$ cat config.mk
export PLATFORM = sky130hd
export DESIGN_NAME = axi_lsu_bridge_flat
export DESIGN_NICKNAME = d
export VERILOG_FILES = /design/src/axi_pkg.sv /design/src/lsu_pkg.sv /design/src/axi_lite_if.sv /design/src/axi_lsu_bridge.sv /design/src/flat_wrapper.sv
export VERILOG_INCLUDE_DIRS = /design/src /design/src/src
export SDC_FILE = /design/constraint.sdc
export NUM_CORES = 1
export LEC_CHECK = 0
export ABC_AREA = 1
export BUFFER_PORTS_ARGS = -buffer_cell sky130_fd_sc_hd__buf_2
export CAP_MARGIN = 40
export CORE_AREA = 8 8 185 187
export CTS_CLUSTER_DIAMETER = 80
export DETAILED_ROUTE_END_ITERATION = 8
export DIE_AREA = 0 0 193 195
export GPL_ROUTABILITY_DRIVEN = 0
export PLACE_DENSITY = 0.61
export SETUP_SLACK_MARGIN = 0.15
export SYNTH_ARGS = -nofsm -noshare
export SYNTH_HDL_FRONTEND = slang
export SYNTH_SLANG_ARGS = --single-unit
export TNS_END_PERCENT = 50
$ cat constraint.sdc
create_clock -name clock -period 6.4 [get_ports clock]
set_input_delay 0.96 -clock clock [delete_from_list [all_inputs] [get_ports clock]]
set_output_delay 0.96 -clock clock [all_outputs]
set_load 0.01 [all_outputs]
$ cat src/lsu_macros.svh
`ifndef LSU_MACROS_SVH
`define LSU_MACROS_SVH

// data and address width
`define XLEN 64

// memory depth in words
`define MEM_WORDS 256

// word index taken from addr[MEM_IDX_HI:MEM_IDX_LO]
`define MEM_IDX_LO 3
`define MEM_IDX_HI 10

`endif

$ cat src/axi_pkg.sv
`default_nettype none
`include "lsu_macros.svh"

package axi_pkg;

    // bus side payload types
    typedef logic [`XLEN-1:0]     addr_t;
    typedef logic [`XLEN-1:0]     data_t;
    typedef logic [`XLEN/8-1:0]   strb_t;   // one bit per byte lane
    typedef logic [1:0]           resp_t;

    // response encodings, as on B and R
    localparam resp_t RESP_OKAY   = 2'b00;
    localparam resp_t RESP_SLVERR = 2'b10;

endpackage

`default_nettype wire

$ cat src/lsu_pkg.sv
`default_nettype none
`include "lsu_macros.svh"

package lsu_pkg;

    // byte position inside one data word
    typedef logic [$clog2(`XLEN/8)-1:0] byte_off_t;

    // write side: address, data, then wait for B
    typedef enum logic [1:0] {
        W_IDLE,
        W_AW,
        W_DATA,
        W_RESP
    } wr_state_e;

    // read side: address, data, then hold result
    typedef enum logic [1:0] {
        R_IDLE,
        R_AR,
        R_DATA,
        R_DONE
    } rd_state_e;

endpackage

`default_nettype wire

$ cat src/axi_lite_if.sv
`timescale 1ns/1ps
`default_nettype none

// single-beat AXI subset, no ids or burst fields
interface axi_lite_if;

    // write address
    logic           aw_valid;
    logic           aw_ready;
    axi_pkg::addr_t aw_addr;

    // write data
    logic           w_valid;
    logic           w_ready;
    axi_pkg::data_t w_data;
    axi_pkg::strb_t w_strb;
    logic           w_last;     // always set, single beat

    // write response
    logic           b_valid;
    logic           b_ready;
    axi_pkg::resp_t b_resp;

    // read address
    logic           ar_valid;
    logic           ar_ready;
    axi_pkg::addr_t ar_addr;

    // read data
    logic           r_valid;
    logic           r_ready;
    axi_pkg::data_t r_data;
    axi_pkg::resp_t r_resp;
    logic           r_last;

    modport master (
        output aw_valid, aw_addr, input  aw_ready,
        output w_valid, w_data, w_strb, w_last, input  w_ready,
        input  b_valid, b_resp, output b_ready,
        output ar_valid, ar_addr, input  ar_ready,
        input  r_valid, r_data, r_resp, r_last, output r_ready
    );

    modport slave (
        input  aw_valid, aw_addr, output aw_ready,
        input  w_valid, w_data, w_strb, w_last, output w_ready,
        output b_valid, b_resp, input  b_ready,
        input  ar_valid, ar_addr, output ar_ready,
        output r_valid, r_data, r_resp, r_last, input  r_ready
    );

endinterface

`default_nettype wire

$ cat src/axi_lsu_bridge.sv
`timescale 1ns/1ps
`default_nettype none
`include "lsu_macros.svh"

module axi_lsu_bridge (
    input  wire                 clock,
    input  wire                 reset,
    input  wire                 wr_valid_i,
    input  wire                 rd_valid_i,
    input  wire axi_pkg::addr_t addr_i,
    input  wire axi_pkg::data_t wr_data_i,
    input  wire axi_pkg::strb_t wr_mask_i,
    output logic                wr_ok_o,
    output logic                wr_err_o,
    output logic                rd_ready_o,
    output logic                rd_err_o,
    output axi_pkg::data_t      rd_data_o,
    axi_lite_if.master          bus
);

    lsu_pkg::wr_state_e wr_state, wr_state_nxt;
    lsu_pkg::rd_state_e rd_state, rd_state_nxt;

    axi_pkg::addr_t     addr_q;       // address of the last issued request
    logic               addr_match;
    lsu_pkg::byte_off_t byte_off;

    logic               wr_done_q;    // B seen in W_RESP
    logic               wr_err_q;
    logic               rd_err_q;
    axi_pkg::data_t     rd_data_q;

    assign addr_match = (addr_i == addr_q);
    assign byte_off   = addr_i[$bits(lsu_pkg::byte_off_t)-1:0];

    // write machine
    always_comb begin
        wr_state_nxt = wr_state;
        case (wr_state)
            lsu_pkg::W_IDLE: begin
                if (wr_valid_i) begin
                    wr_state_nxt = lsu_pkg::W_AW;
                end
            end
            lsu_pkg::W_AW: begin
                if (bus.aw_ready) begin
                    wr_state_nxt = lsu_pkg::W_DATA;
                end
            end
            lsu_pkg::W_DATA: begin
                if (bus.w_ready) begin
                    wr_state_nxt = lsu_pkg::W_RESP;
                end
            end
            lsu_pkg::W_RESP: begin
                // leave only once the response is in
                if (wr_done_q) begin
                    if (!wr_valid_i) begin
                        wr_state_nxt = lsu_pkg::W_IDLE;
                    end else if (!addr_match) begin
                        wr_state_nxt = lsu_pkg::W_AW;   // new request under the same valid
                    end
                end
            end
            default: wr_state_nxt = lsu_pkg::W_IDLE;
        endcase
    end

    // read machine
    always_comb begin
        rd_state_nxt = rd_state;
        case (rd_state)
            lsu_pkg::R_IDLE: begin
                if (rd_valid_i) begin
                    rd_state_nxt = lsu_pkg::R_AR;
                end
            end
            lsu_pkg::R_AR: begin
                if (bus.ar_ready) begin
                    rd_state_nxt = lsu_pkg::R_DATA;
                end
            end
            lsu_pkg::R_DATA: begin
                if (bus.r_valid) begin
                    rd_state_nxt = lsu_pkg::R_DONE;
                end
            end
            lsu_pkg::R_DONE: begin
                if (!rd_valid_i) begin
                    rd_state_nxt = lsu_pkg::R_IDLE;
                end else if (!addr_match) begin
                    rd_state_nxt = lsu_pkg::R_AR;
                end
            end
            default: rd_state_nxt = lsu_pkg::R_IDLE;
        endcase
    end

    always_ff @(posedge clock or negedge reset) begin
        if (!reset) begin
            wr_state  <= lsu_pkg::W_IDLE;
            rd_state  <= lsu_pkg::R_IDLE;
            wr_done_q <= 1'b0;
        end else begin
            wr_state <= wr_state_nxt;
            rd_state <= rd_state_nxt;
            if (bus.b_valid && bus.b_ready) begin
                wr_done_q <= 1'b1;
            end else if (wr_state != lsu_pkg::W_RESP) begin
                wr_done_q <= 1'b0;
            end
        end
    end

    // payload captures
    always_ff @(posedge clock) begin
        if (wr_state == lsu_pkg::W_AW || rd_state == lsu_pkg::R_AR) begin
            addr_q <= addr_i;
        end
        if (bus.b_valid && bus.b_ready) begin
            wr_err_q <= (bus.b_resp == axi_pkg::RESP_SLVERR);
        end
        if (bus.r_valid && bus.r_ready) begin
            rd_data_q <= bus.r_data;
            rd_err_q  <= (bus.r_resp == axi_pkg::RESP_SLVERR);
        end
    end

    // bus side
    assign bus.aw_valid = (wr_state == lsu_pkg::W_AW);
    assign bus.aw_addr  = addr_i & ~axi_pkg::addr_t'((`XLEN / 8) - 1);   // word aligned
    assign bus.w_valid  = (wr_state == lsu_pkg::W_DATA);
    assign bus.w_data   = wr_data_i << {byte_off, 3'b000};   // move to its byte lanes
    assign bus.w_strb   = wr_mask_i << byte_off;
    assign bus.w_last   = (wr_state == lsu_pkg::W_DATA);
    assign bus.b_ready  = (wr_state == lsu_pkg::W_RESP) && !wr_done_q;
    assign bus.ar_valid = (rd_state == lsu_pkg::R_AR);
    assign bus.ar_addr  = addr_i;
    assign bus.r_ready  = (rd_state == lsu_pkg::R_DATA);

    // core side outputs only while the same request is still held
    assign wr_ok_o    = (wr_state == lsu_pkg::W_RESP) && wr_done_q && wr_valid_i && addr_match;
    assign wr_err_o   = wr_ok_o && wr_err_q;
    assign rd_ready_o = (rd_state == lsu_pkg::R_DONE) && rd_valid_i && addr_match;
    assign rd_err_o   = rd_ready_o && rd_err_q;
    assign rd_data_o  = rd_ready_o ? rd_data_q : '0;

    aw_valid_held: assert property (
        @(posedge clock) disable iff (!reset)
        bus.aw_valid && !bus.aw_ready |=> bus.aw_valid
    ) else $error("aw valid dropped before aw ready");

    aw_w_exclusive: assert property (
        @(posedge clock) disable iff (!reset)
        !(bus.aw_valid && bus.w_valid)
    ) else $error("aw valid and w valid high together");

    r_last_on_xfer: assert property (
        @(posedge clock) disable iff (!reset)
        bus.r_valid && bus.r_ready |-> bus.r_last
    ) else $error("r transfer without r last");

endmodule

`default_nettype wire

$ cat src/flat_wrapper.sv
// flat-port wrapper written by rule: the top's interface ports become plain ports
module axi_lsu_bridge_flat 
  (clock, reset, wr_valid_i, rd_valid_i, addr_i, wr_data_i, wr_mask_i, wr_ok_o, wr_err_o, rd_ready_o, rd_err_o, rd_data_o, bus_aw_valid, bus_aw_addr, bus_aw_ready, bus_w_valid, bus_w_data, bus_w_strb, bus_w_last, bus_w_ready, bus_b_valid, bus_b_resp, bus_b_ready, bus_ar_valid, bus_ar_addr, bus_ar_ready, bus_r_valid, bus_r_data, bus_r_resp, bus_r_last, bus_r_ready);
  axi_lite_if bus_i ();
  input  wire clock;
  input  wire reset;
  input  wire wr_valid_i;
  input  wire rd_valid_i;
  input  wire axi_pkg::addr_t addr_i;
  input  wire axi_pkg::data_t wr_data_i;
  input  wire axi_pkg::strb_t wr_mask_i;
  output logic wr_ok_o;
  output logic wr_err_o;
  output logic rd_ready_o;
  output logic rd_err_o;
  output axi_pkg::data_t rd_data_o;
  output wire logic [$bits(bus_i.aw_valid)-1:0] bus_aw_valid;
  output wire logic [$bits(bus_i.aw_addr)-1:0] bus_aw_addr;
  input wire logic [$bits(bus_i.aw_ready)-1:0] bus_aw_ready;
  output wire logic [$bits(bus_i.w_valid)-1:0] bus_w_valid;
  output wire logic [$bits(bus_i.w_data)-1:0] bus_w_data;
  output wire logic [$bits(bus_i.w_strb)-1:0] bus_w_strb;
  output wire logic [$bits(bus_i.w_last)-1:0] bus_w_last;
  input wire logic [$bits(bus_i.w_ready)-1:0] bus_w_ready;
  input wire logic [$bits(bus_i.b_valid)-1:0] bus_b_valid;
  input wire logic [$bits(bus_i.b_resp)-1:0] bus_b_resp;
  output wire logic [$bits(bus_i.b_ready)-1:0] bus_b_ready;
  output wire logic [$bits(bus_i.ar_valid)-1:0] bus_ar_valid;
  output wire logic [$bits(bus_i.ar_addr)-1:0] bus_ar_addr;
  input wire logic [$bits(bus_i.ar_ready)-1:0] bus_ar_ready;
  input wire logic [$bits(bus_i.r_valid)-1:0] bus_r_valid;
  input wire logic [$bits(bus_i.r_data)-1:0] bus_r_data;
  input wire logic [$bits(bus_i.r_resp)-1:0] bus_r_resp;
  input wire logic [$bits(bus_i.r_last)-1:0] bus_r_last;
  output wire logic [$bits(bus_i.r_ready)-1:0] bus_r_ready;
  assign bus_aw_valid = bus_i.aw_valid;
  assign bus_aw_addr = bus_i.aw_addr;
  assign bus_i.aw_ready = bus_aw_ready;
  assign bus_w_valid = bus_i.w_valid;
  assign bus_w_data = bus_i.w_data;
  assign bus_w_strb = bus_i.w_strb;
  assign bus_w_last = bus_i.w_last;
  assign bus_i.w_ready = bus_w_ready;
  assign bus_i.b_valid = bus_b_valid;
  assign bus_i.b_resp = bus_b_resp;
  assign bus_b_ready = bus_i.b_ready;
  assign bus_ar_valid = bus_i.ar_valid;
  assign bus_ar_addr = bus_i.ar_addr;
  assign bus_i.ar_ready = bus_ar_ready;
  assign bus_i.r_valid = bus_r_valid;
  assign bus_i.r_data = bus_r_data;
  assign bus_i.r_resp = bus_r_resp;
  assign bus_i.r_last = bus_r_last;
  assign bus_r_ready = bus_i.r_ready;
  axi_lsu_bridge u_core (.clock(clock), .reset(reset), .wr_valid_i(wr_valid_i), .rd_valid_i(rd_valid_i), .addr_i(addr_i), .wr_data_i(wr_data_i), .wr_mask_i(wr_mask_i), .wr_ok_o(wr_ok_o), .wr_err_o(wr_err_o), .rd_ready_o(rd_ready_o), .rd_err_o(rd_err_o), .rd_data_o(rd_data_o), .bus(bus_i));
endmodule
==> flow_metrics.env <==
export IMPL_maxSlewHeadroom_pct=43.5
export IMPL_r2r_end="u_core.addr_q[16]"
export IMPL_grt_pass1_vias=8470
export IMPL_worst_slack_ps=2040
export IMPL_synth_area_sq_um=8840
export IMPL_post_cts_buffers=0
export IMPL_rows=65
export IMPL_timing_worst_setup_path_type="input port to output port"
export IMPL_synth_cells=1137
export IMPL_cts_resized=0
export IMPL_final_setup_skew_ps=10.6
export IMPL_status="finished, final reports clean"
export IMPL_routed_wl_um=28200
export IMPL_cts_hold_buf=0
export IMPL_crit_family="buffers and inverters"
export IMPL_initial_utilization_pct=28.3
export IMPL_min_period_over_period_pct=68.1
export IMPL_cp_data_required_time_ps=5440
export IMPL_max_freq_ghz=0.230
export IMPL_ioPinCount=488
export IMPL_clk_pin_slew_ps=60
export IMPL_powerDensity_nw_per_um2=296
export IMPL_nNetsFinal=1699
export IMPL_rsz0062_at_grt="false"
export IMPL_drt_first_iter_violations=236
export IMPL_ant_nets=0
export IMPL_dp_cells=1859
export IMPL_min_path_type="input port to asynchronous set/reset pin"
export IMPL_worstPathMaxFanout=51
export IMPL_dp_hpwl_um=22400
export IMPL_fin_cells=1892
export IMPL_avgSynthCellArea_sq_um=7.78
export IMPL_endpoint_kind="output port"
export IMPL_synth_seq_cells=135
export IMPL_critical_path_buf_inv_count=4
export IMPL_p_leak_nw=6.16
export IMPL_die_area_sq_um=37600
export IMPL_synth_warning_count=0
export IMPL_path_common_cell="nand2_1"
export IMPL_antenna_found_initial=3
export IMPL_track_usage_pct=14.2
export IMPL_whs_ps=365
export IMPL_dr_pass1_iters=5
export IMPL_die_x_um=193
export IMPL_crit_path_max_incr_delay_ps=630
export IMPL_grt_overflow_total=0
export IMPL_cts_num_sinks=135
export IMPL_route_vias_total=8172
export IMPL_drc=0
export IMPL_core_region_area_sq_um=31200
export IMPL_drt_wirelength_per_cell_um=14.9
export IMPL_vdd_ir_drop_worst_mv=0.179
export IMPL_fin_util_pct=36.1
export IMPL_setup_tns_ps=0
export IMPL_clock_path_buffers=2
export IMPL_r2r_setup_slack_ps=4340
export IMPL_tightest_slew_ps=847
export IMPL_worstReg2RegStart="u_core.rd_state[1]"
export IMPL_dpl_worst_slack_ps=1990
export IMPL_setup_viol=0
export IMPL_h_tree_depth=4
export IMPL_slew_viol_final=0
export IMPL_cts_tree="built"
export IMPL_period_needed_ps=4360
export IMPL_path_cells="buf_2 -> inv_2 -> nand2_1 -> nand2_1 -> nor2_1 -> nand2_1 -> nor2_1 -> nand2_1 -> nor2_2 -> nand3_2 -> buf_4 -> nor2_1 -> buf_2"
export IMPL_ys_types=25
export IMPL_cp_slowest_cell="buf_2"
export IMPL_critPathLaunchType="input port"
export IMPL_io_buffers=483
export IMPL_maxCapViolations=0
export IMPL_die_h_um=195
export IMPL_grt_pass1_wl_um=42700
export IMPL_grt_max_degree=74
export IMPL_vias_per_cell=4.32
export IMPL_r2r_cells=5
export IMPL_clk_latency_ps=420
export IMPL_yosysSeqAreaShare_pct=45.6
export IMPL_critPathArrivalTime_ps=3400
export IMPL_cts_root_buf="clkbuf_16"
export IMPL_numCtsBuffers=17
export IMPL_finalHoldViolations=0
export IMPL_layout_drive_gt1_share_pct=35.7
export IMPL_syn_to_final_growth_pct=27.6
[area by class of cell]
| cell class | count | area, sq um |
|---|---|---|
| inverters | 160 | 601 |
| flip-flops and latches | 135 | 4030 |
| clock buffers | 17 | 425 |
| well taps | 402 | 503 |
| diodes | 1 | 2.50 |
| clock inverters | 15 | 171 |
| fillers | 3299 | 19900 |
| multi-input cells | 671 | 3070 |
| repair buffers | 491 | 2480 |
[cell usage after synthesis, drive strengths merged]
cell type	instances	area [sq um]
a31oi	8	50.1
nor3	2	10.0
o211ai	1	7.51
conb	1	3.75
xor2	19	166
a211oi	1	7.51
inv	160	601
edfxtp	130	3900
buf	145	1040
dfrtp	5	125
o22ai	2	12.5
ha	9	113
mux2i	26	260
o21ai	50	250
clkbuf	28	105
a21oi	12	60.1
nor2	179	674
nand3	76	385
nand2	283	1060
[worst register-to-register path, delay by kind of cell (launching register included)]
family        cells  cell delay (ps)
fa+ha+maj         1              160
buf+inv           3              810
flops             1              420
simple gates      1              250
[report_power, final]
part / internal (W) / total (W) / switching [W]
clock network: 0.000584 / 0.000988 / 0.000405
logic: 0.000315 / 0.000912 / 0.000597
registers: 0.00133 / 0.00144 / 0.000111
[worst max path at each step]
| stage | startpoint | to | slack [ps] | depth (start not counted) |
|---|---|---|---|---|
| after floorplan | addr_i[1] | rd_data_o[54] | 3200 | 13 |
| after global placement | addr_i[2] | rd_data_o[37] | 2040 | 13 |
| after detailed placement | addr_i[2] | rd_data_o[40] | 1990 | 13 |
| after CTS | addr_i[2] | rd_data_o[40] | 1980 | 13 |
| after global routing | addr_i[2] | rd_data_o[36] | 1710 | 13 |
| final | addr_i[2] | rd_data_o[40] | 2040 | 13 |
[routing by layer]
metal	share of wire [%]	vias up	wire length (um)	GRT usage (%)
met2	51	356	14200	26.5
met4	2.5	4	696	5.50
li1	-	4111	-	-
met3	9.4	45	2660	4.63
met1	37	3656	10600	14.4
met5	0.096	-	27	0
[state kept, by name, indices dropped and copies added (netlist names)]
name,flops
u_core.wr_state,2
u_core.wr_err_q,1
u_core.rd_data_q,64
u_core.wr_done_q,1
u_core.rd_err_q,1
u_core.addr_q,64
u_core.rd_state,2
[metrics by stage]
| step | total power (W) | area (sq um) |
|---|---|---|
| floorplan | 0.00209 | 8850 |
| global placement | 0.00236 | 10700 |
| detailed placement | 0.00239 | 10700 |
| CTS | 0.00339 | 11300 |
| global route | 0.00356 | 11300 |
| finish | 0.00334 | 11300 |
[cells in the final DEF (no fill, tap or decap)]
cell type | netlist | layout
inv_8 | 0 | 2
nor2_2 | 1 | 1
a31oi_1 | 8 | 8
bufinv_16 | 0 | 2
diode_2 | 0 | 1
nand3_2 | 1 | 1
xor2_1 | 19 | 19
inv_6 | 0 | 3
inv_2 | 3 | 5
dfrtp_1 | 5 | 5
nor2_1 | 178 | 178
clkinv_4 | 0 | 4
buf_2 | 6 | 483
conb_1 | 1 | 3
o21ai_0 | 50 | 50
o22ai_1 | 2 | 2
inv_1 | 157 | 155
ha_1 | 9 | 9
clkinvlp_4 | 0 | 3
mux2i_1 | 26 | 26
buf_4 | 129 | 8
edfxtp_1 | 130 | 130
nor3_1 | 2 | 2
a211oi_1 | 1 | 1
nand2_1 | 283 | 282
nand3_1 | 75 | 75
nand2_2 | 0 | 1
o211ai_1 | 1 | 1
clkbuf_16 | 0 | 17
a21oi_1 | 12 | 12
clkinv_2 | 0 | 1
[cell families after synthesis]
family / Yosys count / share of synthesized area [%]
AND/OR/NAND/NOR: 540 / 24.1
buffers and inverters: 333 / 19.8
flip-flops: 135 / 45.6
AO/OA/AOI/OAI: 74 / 4.39
multiplexers: 26 / 2.94
XOR/XNOR: 19 / 1.88
adder cells (fa/ha/maj): 9 / 1.27
other: 1 / 0.0424
(Power assumes the default switching activity.)
